--- config.mk ---
export PLATFORM = sky130hd
export DESIGN_NAME = mdu_pipeline_wrapper
export DESIGN_NICKNAME = d
export VERILOG_FILES = /design/src/rtl/mdu_pkg.sv /design/src/rtl/core_types_pkg.sv /design/src/rtl/mdu_operand_collect.sv /design/src/rtl/mdu_multiplier.sv /design/src/rtl/mdu_divider.sv /design/src/rtl/mdu_writeback.sv /design/src/rtl/mdu_pipeline.sv /design/src/rtl/mdu_pipeline_wrapper.sv
export SDC_FILE = /design/constraint.sdc
export NUM_CORES = 2
export LEC_CHECK = 0
export BUFFER_PORTS_ARGS = -buffer_cell sky130_fd_sc_hd__buf_4
export CORE_MARGIN = 3
export CORE_UTILIZATION = 35
export DETAILED_ROUTE_END_ITERATION = 16
export PLACE_DENSITY = 0.54
export SLEW_MARGIN = 20
export SYNTH_ARGS = -nofsm -noshare
export SYNTH_HDL_FRONTEND = slang
export SYNTH_SLANG_ARGS = --single-unit
--- constraint.sdc ---
create_clock -name CLK -period 18.4 [get_ports CLK]
set_input_delay 0.92 -clock CLK [delete_from_list [all_inputs] [get_ports CLK]]
set_output_delay 0.92 -clock CLK [all_outputs]
set_load 0.005 [all_outputs]
--- src/rtl/mdu_pkg.sv ---
package mdu_pkg;

	// ----------------------------------------------------------------------
	// tag widths carried through the MDU
	// ----------------------------------------------------------------------

	// physical register tag, 128 registers
	localparam int PR_TAG_BITS = 7;
	// ROB index, 64 entries
	localparam int ROB_TAG_BITS = 6;

	// result buffer entries, also the internal credit pool
	localparam int WB_BUF_DEPTH = 4;
	localparam int LOG_WB_BUF_DEPTH = $clog2(WB_BUF_DEPTH);

	// occupancy / credit counters, 0..WB_BUF_DEPTH
	typedef logic [LOG_WB_BUF_DEPTH:0] wb_cnt_t;

	// RV32M funct3 order
	typedef enum logic [2:0] {
		MUL    = 3'b000,
		MULH   = 3'b001,
		MULHSU = 3'b010,
		MULHU  = 3'b011,
		DIV    = 3'b100,
		DIVU   = 3'b101,
		REM    = 3'b110,
		REMU   = 3'b111
	} mdu_op_e;

	// operand stage -> execute units
	typedef struct packed {
		mdu_op_e op;
		logic [31:0] a;
		logic [31:0] b;
		logic [PR_TAG_BITS-1:0] dest_pr;
		logic [ROB_TAG_BITS-1:0] rob_index;
	} mdu_exec_t;

	// iterative divider FSM
	typedef enum logic [1:0] {
		IDLE,
		BUSY,
		DONE
	} div_state_e;

endpackage

--- src/rtl/core_types_pkg.sv ---
package core_types_pkg;

	// ----------------------------------------------------------------------
	// core-wide sizing
	// ----------------------------------------------------------------------

	localparam int PRF_BANK_COUNT = 4;
	localparam int LOG_PRF_BANK_COUNT = 2;
	// tag widths follow the MDU exec path
	localparam int LOG_PR_COUNT = mdu_pkg::PR_TAG_BITS;
	localparam int LOG_ROB_ENTRIES = mdu_pkg::ROB_TAG_BITS;

	// IQ credits toward the MDU after reset
	localparam int ISSUE_CREDITS = 1;

	// issued micro-op, operand sources per side
	typedef struct packed {
		mdu_pkg::mdu_op_e op;
		logic a_forward;
		logic a_is_zero;
		logic [LOG_PRF_BANK_COUNT-1:0] a_bank;
		logic b_forward;
		logic b_is_zero;
		logic [LOG_PRF_BANK_COUNT-1:0] b_bank;
		logic [LOG_PR_COUNT-1:0] dest_pr;
		logic [LOG_ROB_ENTRIES-1:0] rob_index;
	} issue_pkt_t;

	// writeback to PRF and ROB
	typedef struct packed {
		logic [31:0] data;
		logic [LOG_PR_COUNT-1:0] pr;
		logic [LOG_ROB_ENTRIES-1:0] rob_index;
	} wb_pkt_t;

endpackage

--- src/rtl/mdu_operand_collect.sv ---
module mdu_operand_collect (
	input logic CLK,
	input logic nRST,

	// issue from IQ
	input logic issue_valid,
	input core_types_pkg::issue_pkt_t issue,
	input logic [core_types_pkg::PRF_BANK_COUNT-1:0][31:0] forward_data_by_bank,

	// late operand reads from PRF
	input logic a_reg_read_ack,
	input logic a_reg_read_port,
	input logic b_reg_read_ack,
	input logic b_reg_read_port,
	input logic [core_types_pkg::PRF_BANK_COUNT-1:0][1:0][31:0] reg_read_data_by_bank_by_port,

	// downstream availability
	input logic [2:0] free_slots,
	input logic div_idle,

	// to execute units
	output logic exec_valid,
	output mdu_pkg::mdu_exec_t exec,
	output logic issue_credit
);
	import core_types_pkg::*;
	import mdu_pkg::*;

	// single held micro-op
	logic held;
	issue_pkt_t held_pkt;
	logic a_have;
	logic b_have;
	logic [31:0] a_data;
	logic [31:0] b_data;

	// dispatch qualifiers
	logic is_div;
	logic unit_free;
	logic a_late;
	logic b_late;

	// issue-cycle operand: zero or forward bus
	function automatic logic [31:0] issue_operand(
		input logic is_zero,
		input logic [LOG_PRF_BANK_COUNT-1:0] bank,
		input logic [PRF_BANK_COUNT-1:0][31:0] fwd
	);
		issue_operand = is_zero ? 32'h0 : fwd[bank];
	endfunction

	// ----------------------------------------------------------------------
	// dispatch
	// ----------------------------------------------------------------------

	assign is_div = held_pkt.op inside {DIV, DIVU, REM, REMU};
	// multiplier always accepts, divider only when idle
	assign unit_free = !is_div || div_idle;
	assign exec_valid = held && a_have && b_have && (free_slots != 3'd0) && unit_free;
	// credit goes back as the op leaves
	assign issue_credit = exec_valid;

	assign exec.op = held_pkt.op;
	assign exec.a = a_data;
	assign exec.b = b_data;
	assign exec.dest_pr = held_pkt.dest_pr;
	assign exec.rob_index = held_pkt.rob_index;

	// acks only count while waiting on that side
	assign a_late = held && !a_have && a_reg_read_ack;
	assign b_late = held && !b_have && b_reg_read_ack;

	// ----------------------------------------------------------------------
	// hold state
	// ----------------------------------------------------------------------

	always_ff @(posedge CLK, negedge nRST) begin
		if (!nRST) begin
			held <= 1'b0;
			a_have <= 1'b0;
			b_have <= 1'b0;
		end else if (issue_valid) begin
			held <= 1'b1;
			a_have <= issue.a_is_zero || issue.a_forward;
			b_have <= issue.b_is_zero || issue.b_forward;
		end else if (exec_valid) begin
			held <= 1'b0;
			a_have <= 1'b0;
			b_have <= 1'b0;
		end else begin
			if (a_late)
				a_have <= 1'b1;
			if (b_late)
				b_have <= 1'b1;
		end
	end

	// operand payload
	always_ff @(posedge CLK) begin
		if (issue_valid) begin
			held_pkt <= issue;
			a_data <= issue_operand(issue.a_is_zero, issue.a_bank, forward_data_by_bank);
			b_data <= issue_operand(issue.b_is_zero, issue.b_bank, forward_data_by_bank);
		end else begin
			// bank read lands at stored bank, acked port
			if (a_late)
				a_data <= reg_read_data_by_bank_by_port[held_pkt.a_bank][a_reg_read_port];
			if (b_late)
				b_data <= reg_read_data_by_bank_by_port[held_pkt.b_bank][b_reg_read_port];
		end
	end

endmodule

--- src/rtl/mdu_multiplier.sv ---
module mdu_multiplier (
	input logic CLK,
	input logic nRST,

	// from operand stage
	input logic exec_valid,
	input mdu_pkg::mdu_exec_t exec,

	// result to writeback
	output logic mul_valid,
	output core_types_pkg::wb_pkt_t mul_result
);
	import core_types_pkg::*;
	import mdu_pkg::*;

	logic is_mul;
	logic a_signed;
	logic b_signed;
	logic signed [32:0] a_ext;
	logic signed [32:0] b_ext;
	logic signed [65:0] product;

	// stage one regs
	logic s1_valid;
	mdu_op_e s1_op;
	logic [63:0] s1_prod;
	logic [LOG_PR_COUNT-1:0] s1_pr;
	logic [LOG_ROB_ENTRIES-1:0] s1_rob;

	// ----------------------------------------------------------------------
	// stage one, 33x33 signed product
	// ----------------------------------------------------------------------

	assign is_mul = exec.op inside {MUL, MULH, MULHSU, MULHU};
	// MULHSU: a signed, b unsigned
	assign a_signed = exec.op inside {MULH, MULHSU};
	assign b_signed = exec.op == MULH;
	assign a_ext = {a_signed & exec.a[31], exec.a};
	assign b_ext = {b_signed & exec.b[31], exec.b};
	assign product = a_ext * b_ext;

	always_ff @(posedge CLK, negedge nRST) begin
		if (!nRST) begin
			s1_valid <= 1'b0;
			mul_valid <= 1'b0;
		end else begin
			// divides never show up here
			s1_valid <= exec_valid && is_mul;
			mul_valid <= s1_valid;
		end
	end

	always_ff @(posedge CLK) begin
		if (exec_valid) begin
			s1_op <= exec.op;
			s1_prod <= product[63:0];
			s1_pr <= exec.dest_pr;
			s1_rob <= exec.rob_index;
		end
		// stage two, word select
		mul_result.data <= (s1_op == MUL) ? s1_prod[31:0] : s1_prod[63:32];
		mul_result.pr <= s1_pr;
		mul_result.rob_index <= s1_rob;
	end

endmodule

--- src/rtl/mdu_divider.sv ---
module mdu_divider (
	input logic CLK,
	input logic nRST,

	// from operand stage
	input logic exec_valid,
	input mdu_pkg::mdu_exec_t exec,

	// status and result
	output logic div_idle,
	output logic div_valid,
	output core_types_pkg::wb_pkt_t div_result
);
	import core_types_pkg::*;
	import mdu_pkg::*;

	div_state_e state;
	logic [4:0] count;

	// iteration regs
	logic [31:0] quo;
	logic [31:0] rem;
	logic [31:0] divisor;
	logic neg_q;
	logic neg_r;
	logic want_rem;
	logic [LOG_PR_COUNT-1:0] pr;
	logic [LOG_ROB_ENTRIES-1:0] rob;

	// launch decode
	logic start;
	logic is_signed;
	logic a_neg;
	logic b_neg;
	logic div_zero;
	logic [31:0] a_mag;
	logic [31:0] b_mag;

	// restoring step
	logic [32:0] rem_shift;
	logic [32:0] diff;
	logic [31:0] quo_out;
	logic [31:0] rem_out;

	assign start = exec_valid && (exec.op inside {DIV, DIVU, REM, REMU});
	assign is_signed = exec.op inside {DIV, REM};
	assign a_neg = is_signed && exec.a[31];
	assign b_neg = is_signed && exec.b[31];
	assign a_mag = a_neg ? -exec.a : exec.a;
	assign b_mag = b_neg ? -exec.b : exec.b;
	assign div_zero = exec.b == 32'h0;

	// shift in next dividend bit, trial subtract
	assign rem_shift = {rem, quo[31]};
	assign diff = rem_shift - {1'b0, divisor};

	// ----------------------------------------------------------------------
	// FSM, 32 iterations then one result cycle
	// ----------------------------------------------------------------------

	always_ff @(posedge CLK, negedge nRST) begin
		if (!nRST) begin
			state <= IDLE;
			count <= 5'd0;
		end else begin
			case (state)
				IDLE: begin
					count <= 5'd0;
					// div by zero skips straight to result
					if (start)
						state <= div_zero ? DONE : BUSY;
				end
				BUSY: begin
					count <= count + 5'd1;
					if (count == 5'd31)
						state <= DONE;
				end
				DONE: state <= IDLE;
				default: state <= IDLE;
			endcase
		end
	end

	always_ff @(posedge CLK) begin
		if (state == IDLE && start) begin
			want_rem <= exec.op inside {REM, REMU};
			pr <= exec.dest_pr;
			rob <= exec.rob_index;
			divisor <= b_mag;
			if (div_zero) begin
				// quotient all ones, remainder is dividend
				quo <= '1;
				rem <= exec.a;
				neg_q <= 1'b0;
				neg_r <= 1'b0;
			end else begin
				quo <= a_mag;
				rem <= 32'h0;
				// min / -1 falls out as 0x80000000 rem 0
				neg_q <= a_neg ^ b_neg;
				neg_r <= a_neg;
			end
		end else if (state == BUSY) begin
			if (!diff[32]) begin
				rem <= diff[31:0];
				quo <= {quo[30:0], 1'b1};
			end else begin
				rem <= rem_shift[31:0];
				quo <= {quo[30:0], 1'b0};
			end
		end
	end

	// sign fix on the way out
	assign quo_out = neg_q ? -quo : quo;
	assign rem_out = neg_r ? -rem : rem;

	assign div_idle = state == IDLE;
	assign div_valid = state == DONE;
	assign div_result.data = want_rem ? rem_out : quo_out;
	assign div_result.pr = pr;
	assign div_result.rob_index = rob;

endmodule

--- src/rtl/mdu_writeback.sv ---
module mdu_writeback (
	input logic CLK,
	input logic nRST,

	// execute results
	input logic mul_valid,
	input core_types_pkg::wb_pkt_t mul_result,
	input logic div_valid,
	input core_types_pkg::wb_pkt_t div_result,

	// dispatch reserves a slot
	input logic exec_valid,
	output logic [2:0] free_slots,

	// writeback, credit gated
	input logic wb_credit,
	output logic wb_valid,
	output core_types_pkg::wb_pkt_t wb
);
	import core_types_pkg::*;
	import mdu_pkg::*;

	// result FIFO, 2 write ports, 1 read port
	wb_pkt_t buffer [WB_BUF_DEPTH];
	logic [LOG_WB_BUF_DEPTH-1:0] wr_ptr;
	logic [LOG_WB_BUF_DEPTH-1:0] rd_ptr;
	logic [LOG_WB_BUF_DEPTH-1:0] mul_slot;

	wb_cnt_t count;
	wb_cnt_t inflight;
	wb_cnt_t credits;
	wb_cnt_t n_write;
	logic pop;

	assign n_write = wb_cnt_t'(mul_valid) + wb_cnt_t'(div_valid);
	// divider takes the first port on a tie
	assign mul_slot = div_valid ? wr_ptr + 1'b1 : wr_ptr;

	// occupied plus reserved never exceeds depth
	assign free_slots = wb_cnt_t'(WB_BUF_DEPTH) - count - inflight;

	// pop needs an entry and a consumer credit
	assign pop = (count != '0) && (credits != '0);
	assign wb_valid = pop;
	assign wb = buffer[rd_ptr];

	always_ff @(posedge CLK) begin
		if (div_valid)
			buffer[wr_ptr] <= div_result;
		if (mul_valid)
			buffer[mul_slot] <= mul_result;
	end

	always_ff @(posedge CLK, negedge nRST) begin
		if (!nRST) begin
			wr_ptr <= '0;
			rd_ptr <= '0;
			count <= '0;
			inflight <= '0;
			credits <= wb_cnt_t'(WB_BUF_DEPTH);
		end else begin
			wr_ptr <= wr_ptr + n_write[LOG_WB_BUF_DEPTH-1:0];
			rd_ptr <= rd_ptr + LOG_WB_BUF_DEPTH'(pop);
			count <= count + n_write - wb_cnt_t'(pop);
			// reservation released when the result lands
			inflight <= inflight + wb_cnt_t'(exec_valid) - n_write;
			credits <= credits + wb_cnt_t'(wb_credit) - wb_cnt_t'(pop);
		end
	end

endmodule

--- src/rtl/mdu_pipeline.sv ---
module mdu_pipeline (
	input logic CLK,
	input logic nRST,

	// issue from IQ
	input logic issue_valid,
	input core_types_pkg::issue_pkt_t issue,
	input logic [core_types_pkg::PRF_BANK_COUNT-1:0][31:0] forward_data_by_bank,
	output logic issue_credit,

	// late reads from PRF
	input logic a_reg_read_ack,
	input logic a_reg_read_port,
	input logic b_reg_read_ack,
	input logic b_reg_read_port,
	input logic [core_types_pkg::PRF_BANK_COUNT-1:0][1:0][31:0] reg_read_data_by_bank_by_port,

	// writeback
	input logic wb_credit,
	output logic wb_valid,
	output core_types_pkg::wb_pkt_t wb
);
	import core_types_pkg::*;
	import mdu_pkg::*;

	// operand stage -> units
	logic exec_valid;
	mdu_exec_t exec;
	logic [2:0] free_slots;
	logic div_idle;

	// units -> writeback
	logic mul_valid;
	wb_pkt_t mul_result;
	logic div_valid;
	wb_pkt_t div_result;

	mdu_operand_collect u_operand_collect (
		.CLK(CLK),
		.nRST(nRST),
		.issue_valid(issue_valid),
		.issue(issue),
		.forward_data_by_bank(forward_data_by_bank),
		.a_reg_read_ack(a_reg_read_ack),
		.a_reg_read_port(a_reg_read_port),
		.b_reg_read_ack(b_reg_read_ack),
		.b_reg_read_port(b_reg_read_port),
		.reg_read_data_by_bank_by_port(reg_read_data_by_bank_by_port),
		.free_slots(free_slots),
		.div_idle(div_idle),
		.exec_valid(exec_valid),
		.exec(exec),
		.issue_credit(issue_credit)
	);

	mdu_multiplier u_multiplier (
		.CLK(CLK),
		.nRST(nRST),
		.exec_valid(exec_valid),
		.exec(exec),
		.mul_valid(mul_valid),
		.mul_result(mul_result)
	);

	mdu_divider u_divider (
		.CLK(CLK),
		.nRST(nRST),
		.exec_valid(exec_valid),
		.exec(exec),
		.div_idle(div_idle),
		.div_valid(div_valid),
		.div_result(div_result)
	);

	mdu_writeback u_writeback (
		.CLK(CLK),
		.nRST(nRST),
		.mul_valid(mul_valid),
		.mul_result(mul_result),
		.div_valid(div_valid),
		.div_result(div_result),
		.exec_valid(exec_valid),
		.free_slots(free_slots),
		.wb_credit(wb_credit),
		.wb_valid(wb_valid),
		.wb(wb)
	);

endmodule

--- src/rtl/mdu_pipeline_wrapper.sv ---
module mdu_pipeline_wrapper (
	input logic CLK,
	input logic nRST,

	// issue from IQ
	input logic issue_valid,
	input core_types_pkg::issue_pkt_t issue,
	input logic [core_types_pkg::PRF_BANK_COUNT-1:0][31:0] forward_data_by_bank,
	output logic issue_credit,

	// late reads from PRF
	input logic a_reg_read_ack,
	input logic a_reg_read_port,
	input logic b_reg_read_ack,
	input logic b_reg_read_port,
	input logic [core_types_pkg::PRF_BANK_COUNT-1:0][1:0][31:0] reg_read_data_by_bank_by_port,

	// writeback
	input logic wb_credit,
	output logic wb_valid,
	output core_types_pkg::wb_pkt_t wb
);
	import core_types_pkg::*;

	// ----------------------------------------------------------------------
	// signals at the pipeline boundary
	// ----------------------------------------------------------------------

	logic pipe_issue_valid;
	issue_pkt_t pipe_issue;
	logic [PRF_BANK_COUNT-1:0][31:0] pipe_forward_data_by_bank;
	logic pipe_issue_credit;
	logic pipe_a_reg_read_ack;
	logic pipe_a_reg_read_port;
	logic pipe_b_reg_read_ack;
	logic pipe_b_reg_read_port;
	logic [PRF_BANK_COUNT-1:0][1:0][31:0] pipe_reg_read_data_by_bank_by_port;
	logic pipe_wb_credit;
	logic pipe_wb_valid;
	wb_pkt_t pipe_wb;

	mdu_pipeline u_mdu_pipeline (
		.CLK(CLK),
		.nRST(nRST),
		.issue_valid(pipe_issue_valid),
		.issue(pipe_issue),
		.forward_data_by_bank(pipe_forward_data_by_bank),
		.issue_credit(pipe_issue_credit),
		.a_reg_read_ack(pipe_a_reg_read_ack),
		.a_reg_read_port(pipe_a_reg_read_port),
		.b_reg_read_ack(pipe_b_reg_read_ack),
		.b_reg_read_port(pipe_b_reg_read_port),
		.reg_read_data_by_bank_by_port(pipe_reg_read_data_by_bank_by_port),
		.wb_credit(pipe_wb_credit),
		.wb_valid(pipe_wb_valid),
		.wb(pipe_wb)
	);

	// ----------------------------------------------------------------------
	// one register stage each way
	// ----------------------------------------------------------------------

	always_ff @(posedge CLK, negedge nRST) begin
		if (!nRST) begin
			// inputs
			pipe_issue_valid <= 1'b0;
			pipe_issue <= '0;
			pipe_forward_data_by_bank <= '0;
			pipe_a_reg_read_ack <= 1'b0;
			pipe_a_reg_read_port <= 1'b0;
			pipe_b_reg_read_ack <= 1'b0;
			pipe_b_reg_read_port <= 1'b0;
			pipe_reg_read_data_by_bank_by_port <= '0;
			pipe_wb_credit <= 1'b0;
			// outputs
			issue_credit <= 1'b0;
			wb_valid <= 1'b0;
			wb <= '0;
		end else begin
			pipe_issue_valid <= issue_valid;
			pipe_issue <= issue;
			pipe_forward_data_by_bank <= forward_data_by_bank;
			pipe_a_reg_read_ack <= a_reg_read_ack;
			pipe_a_reg_read_port <= a_reg_read_port;
			pipe_b_reg_read_ack <= b_reg_read_ack;
			pipe_b_reg_read_port <= b_reg_read_port;
			pipe_reg_read_data_by_bank_by_port <= reg_read_data_by_bank_by_port;
			pipe_wb_credit <= wb_credit;
			issue_credit <= pipe_issue_credit;
			wb_valid <= pipe_wb_valid;
			wb <= pipe_wb;
		end
	end

endmodule

==> insert_results.sql <==
INSERT INTO impl_metrics (metric_group, metric, value, unit) VALUES
('sta', 'finalSetupViolations', '0', ''),
('synth', 'yosys_warnings', '0', ''),
('sta', 'min_period_over_period', '54.8', '%'),
('clock_network', 'cts_sinks', '987', ''),
('sta', 'relSlewSlack', '23.0', '%'),
('layout', 'multiInputGateArea', '0.0477', 'sq mm'),
('route', 'dr.pass1.iters', '6', ''),
('sta', 'post-route-min-period', '10.08', 'ns'),
('critical_path', 'reg2reg_setup_slack', '8.32', 'ns'),
('worst_hold_path', 'hold_path_class', 'input port to async pin', ''),
('synth', 'ys_dominant_reg_cell', 'sky130_fd_sc_hd__dfrtp_1', ''),
('global_route', 'grt_antenna_before_repair', '27', ''),
('layout', 'num-fill-cells', '21900', ''),
('synth', 'yosysUniqueCellTypes', '79', ''),
('route', 'detail-route-antenna-nets', '0', ''),
('critical_path', 'worstSetupEndpointType', 'flip-flop', ''),
('clock_network', 'post-cts-setup-buffer-count', '0', ''),
('clock_network', 'cts-buffers-inserted', '104', ''),
('layout', 'design.final.nets', '9016', ''),
('global_route', 'global_route_wire_length_before_repair', '366', 'mm'),
('synth', 'yosysMostFrequentCell', 'sky130_fd_sc_hd__inv_1', ''),
('clock_network', 'cts_buffer_depth', '3', ''),
('layout', 'area.sequential', '0.0268', 'sq mm'),
('floorplanning', 'fp.dieH', '486', 'microns'),
('synth', 'syn_inst', '6940', ''),
('route', 'vias_per_cell', '5.12', ''),
('synth', 'synth.avg_cell_area', '11.6', 'sq um'),
('synth', 'synth_xor_xnor_area_share', '2.57', '%'),
('synth', 'synthesis.area', '0.0805', 'sq mm'),
('sta', 'max_slew.worst_pin.slew', '1.15', 'ns'),
('synth', 'number_of_synthesized_register_bits', '987', ''),
('clock_network', 'cts.hold.buffers_added', '0', ''),
('synth', 'synth_compound_area_share', '4.29', '%'),
('sta', 'maxClockFrequency', '0.0992', 'GHz'),
('global_route', 'largest_net_degree_at_the_start_of_global_routing', '86', ''),
('sta', 'grt_setup_unrepaired', 'false', ''),
('synth', 'synth_async_sr_flop_share', '49.2', '%'),
('synth', 'combinational_family_with_the_most_area_after_synthesis', 'adder cells', ''),
('critical_path', 'worstPathRequired', '18.86', 'ns'),
('route', 'route.vias.total', '52700', ''),
('placement', 'port_buffers', '462', ''),
('floorplanning', 'core_region_area', '0.228', 'sq mm'),
('synth', 'synth_largest_area_cell', 'sky130_fd_sc_hd__fa_1', ''),
('clock_network', 'cts-root-buf', 'sky130_fd_sc_hd__clkbuf_16', ''),
('sta', 'timing_hold_violations_final', '0', ''),
('sta', 'drv_slew', '0', ''),
('synth', 'synth-seq-area-share', '33.2', '%'),
('critical_path', 'critical_path_arrival', '10.55', 'ns'),
('synth', 'synthesized_netlist_net_count', '8753', ''),
('critical_path', 'cp-start-kind', 'flip-flop', ''),
('layout', 'drive_above_1_share', '16.9', '%'),
('clock_network', 'insertion_delay', '0.77', 'ns'),
('clock_network', 'tritoncts_clock_tree', 'yes', ''),
('synth', 'synth.top_cell.area_share', '28.1', '%'),
('critical_path', 'setup.worst_path.class', 'flip-flop to flip-flop', ''),
('clock_network', 'cts_resized', '0', ''),
('synth', 'yosys-mux-area-fraction', '10.8', '%'),
('floorplanning', 'boundaryPins', '463', ''),
('synth', 'synth_adder_area_share', '32.2', '%'),
('clock_network', 'cts_max_level', '3', ''),
('global_route', 'groute.usage.overall', '20.6', '%'),
('route', 'count_of_routing_violations_after_the_opening_detailed_route_iteration', '3797', ''),
('placement', 'gp_routability_congestion', '0.892', ''),
('sta', 'finalClockSkew', '0.0649', 'ns'),
('floorplanning', 'initial_utilization', '35.3', '%'),
('global_route', 'first_global_vias', '58500', ''),
('route', 'drt-wirelength-per-cell', '23.3', 'microns'),
('synth', 'synth_top_cells_by_count', '1215 x sky130_fd_sc_hd__inv_1, 1129 x sky130_fd_sc_hd__fa_1, 909 x sky130_fd_sc_hd__nand2_1, 485 x sky130_fd_sc_hd__dfrtp_1, 456 x sky130_fd_sc_hd__edfxtp_1', ''),
('run_status', 'outcome', 'finished clean', ''),
('floorplanning', 'die_area', '0.236', 'sq mm'),
('flow_run', 'reported_max_cap_violation_count', '0', '');
[path summary, 6_finish.rpt]
| path | start | end | cells after the start |
|---|---|---|---|
| min | nRST | pipe_forward_data_by_bank[19] | 1 |
| max reg2reg | u_mdu_pipeline.u_operand_collect.a_data[31] | u_mdu_pipeline.u_multiplier.s1_prod[63] | 27 |
| min in group CLK | reg_read_data_by_bank_by_port[221] | pipe_reg_read_data_by_bank_by_port[221] | 1 |
| max in group asynchronous | nRST | pipe_reg_read_data_by_bank_by_port[88] | 4 |
| max | u_mdu_pipeline.u_operand_collect.a_data[31] | u_mdu_pipeline.u_multiplier.s1_prod[63] | 27 |
| min reg2reg | u_mdu_pipeline.u_multiplier.s1_rob[0] | u_mdu_pipeline.u_multiplier.mul_result[0] | 0 |
[per-layer routing]
layer | part of all wire, % | routed length [microns] | global-route usage (%)
met1 | 42 | 101000 | 27.7
met2 | 48 | 115000 | 34.0
met3 | 6.5 | 15600 | 3.47
met4 | 3.4 | 8280 | 6.50
met5 | 0.060 | 144 | 0
[cells by family (layout without fill, tap and decap cells)]
group / Yosys count / after routing
XOR/XNOR: 236 / 236
adder cells (fa/ha/maj): 1397 / 1397
other: 0 / 3
multiplexers: 547 / 547
buffers and inverters: 1623 / 1976
flip-flops: 987 / 987
AO/OA/AOI/OAI: 551 / 551
AND/OR/NAND/NOR: 1599 / 1599
[cell type report]
cell class / count / share of cell area, %
antenna: 3 / 0.00827
timing repair buffer: 564 / 4.70
multi-input combinational: 4330 / 52.6
clock inverter: 45 / 0.720
tap: 3009 / 4.15
inverter: 1216 / 5.03
sequential: 987 / 29.5
clock buffer: 151 / 3.29
[state kept, by name, indices dropped and copies added (netlist names), 5 cells and up]
name                                     flops
u_mdu_pipeline.u_multiplier.s1_pr            7
wb                                          45
u_mdu_pipeline.u_operand_collect.b_data     32
u_mdu_pipeline.u_multiplier.mul_result      45
u_mdu_pipeline.u_multiplier.s1_rob           6
u_mdu_pipeline.u_divider.count               5
u_mdu_pipeline.u_operand_collect.exec       16
pipe_forward_data_by_bank                  128
u_mdu_pipeline.u_multiplier.s1_prod         64
u_mdu_pipeline.u_writeback.buffer          180
pipe_issue                                  24
u_mdu_pipeline.u_divider.divisor            32
u_mdu_pipeline.u_operand_collect.a_data     32
u_mdu_pipeline.u_divider.rob                 6
pipe_reg_read_data_by_bank_by_port         256
u_mdu_pipeline.u_divider.quo                32
u_mdu_pipeline.u_divider.rem                32
u_mdu_pipeline.u_divider.pr                  7
[through the flow]
step                hold WS [ns]  util, %  setup slack, ns  cell area (sq um)  instances
global placement           0.324     38.2             8.46              87100      10100
CTS                        0.115     39.8             8.33              90700      10300
floorplan                  0.323        -             9.78              80500       6940
finish                     0.112     39.8             8.32              90700      10300
detailed placement         0.327     38.2             8.40              87100      10100
global route               0.143     39.8             7.74              90700      10300
[cell usage in the layout, fill, tap and decap left out, types with 20 or more instances in the layout]
cell type,netlist,final
sky130_fd_sc_hd__inv_1,1215,1214
sky130_fd_sc_hd__fa_1,1129,1129
sky130_fd_sc_hd__nand2_1,909,904
sky130_fd_sc_hd__buf_4,4,562
sky130_fd_sc_hd__dfrtp_1,485,476
sky130_fd_sc_hd__edfxtp_1,456,456
sky130_fd_sc_hd__and2_1,344,343
sky130_fd_sc_hd__ha_1,268,268
sky130_fd_sc_hd__mux4_2,237,237
sky130_fd_sc_hd__mux2_2,209,209
sky130_fd_sc_hd__o21ai_0,194,191
sky130_fd_sc_hd__xnor2_1,156,156
sky130_fd_sc_hd__nor2_1,124,123
sky130_fd_sc_hd__clkbuf_16,0,108
sky130_fd_sc_hd__a21oi_1,105,105
sky130_fd_sc_hd__mux2i_1,101,101
sky130_fd_sc_hd__xor2_1,80,80
sky130_fd_sc_hd__a21o_1,46,45
sky130_fd_sc_hd__dfxtp_1,45,45
sky130_fd_sc_hd__o31ai_1,40,40
sky130_fd_sc_hd__nor3_1,37,36
sky130_fd_sc_hd__clkbuf_1,312,31
sky130_fd_sc_hd__nand3_1,28,28
sky130_fd_sc_hd__a31oi_1,28,28
sky130_fd_sc_hd__nand4_1,21,21
sky130_fd_sc_hd__nand2b_1,21,21
sky130_fd_sc_hd__or4_1,20,20
[worst max-delay path, stage by stage (launching register included)]
cell and delay, ns:
sky130_fd_sc_hd__edfxtp_1 0.33, sky130_fd_sc_hd__buf_4 0.49, sky130_fd_sc_hd__nor3b_2 0.27, sky130_fd_sc_hd__buf_4 0.39, sky130_fd_sc_hd__nand2_1 0.15, sky130_fd_sc_hd__inv_1 0.16, sky130_fd_sc_hd__fa_1 0.41, sky130_fd_sc_hd__inv_1 0.22
sky130_fd_sc_hd__fa_1 0.47, sky130_fd_sc_hd__fa_1 0.74, sky130_fd_sc_hd__inv_1 0.27, sky130_fd_sc_hd__fa_1 0.91, sky130_fd_sc_hd__inv_1 0.41, sky130_fd_sc_hd__fa_1 0.59, sky130_fd_sc_hd__fa_1 0.56, sky130_fd_sc_hd__fa_1 0.43
sky130_fd_sc_hd__fa_1 0.50, sky130_fd_sc_hd__inv_1 0.05, sky130_fd_sc_hd__ha_1 0.35, sky130_fd_sc_hd__a21o_1 0.19, sky130_fd_sc_hd__a21oi_1 0.14, sky130_fd_sc_hd__o21ai_0 0.13, sky130_fd_sc_hd__a32o_1 0.22, sky130_fd_sc_hd__a31o_2 0.23
sky130_fd_sc_hd__o41ai_1 0.57, sky130_fd_sc_hd__o2111ai_1 0.24, sky130_fd_sc_hd__a21oi_1 0.22, sky130_fd_sc_hd__xnor2_1 0.09
Power is left out: the tool's default activity adds up to more than one toggle a clock period on the data nets, which glitch-free logic cannot reach.
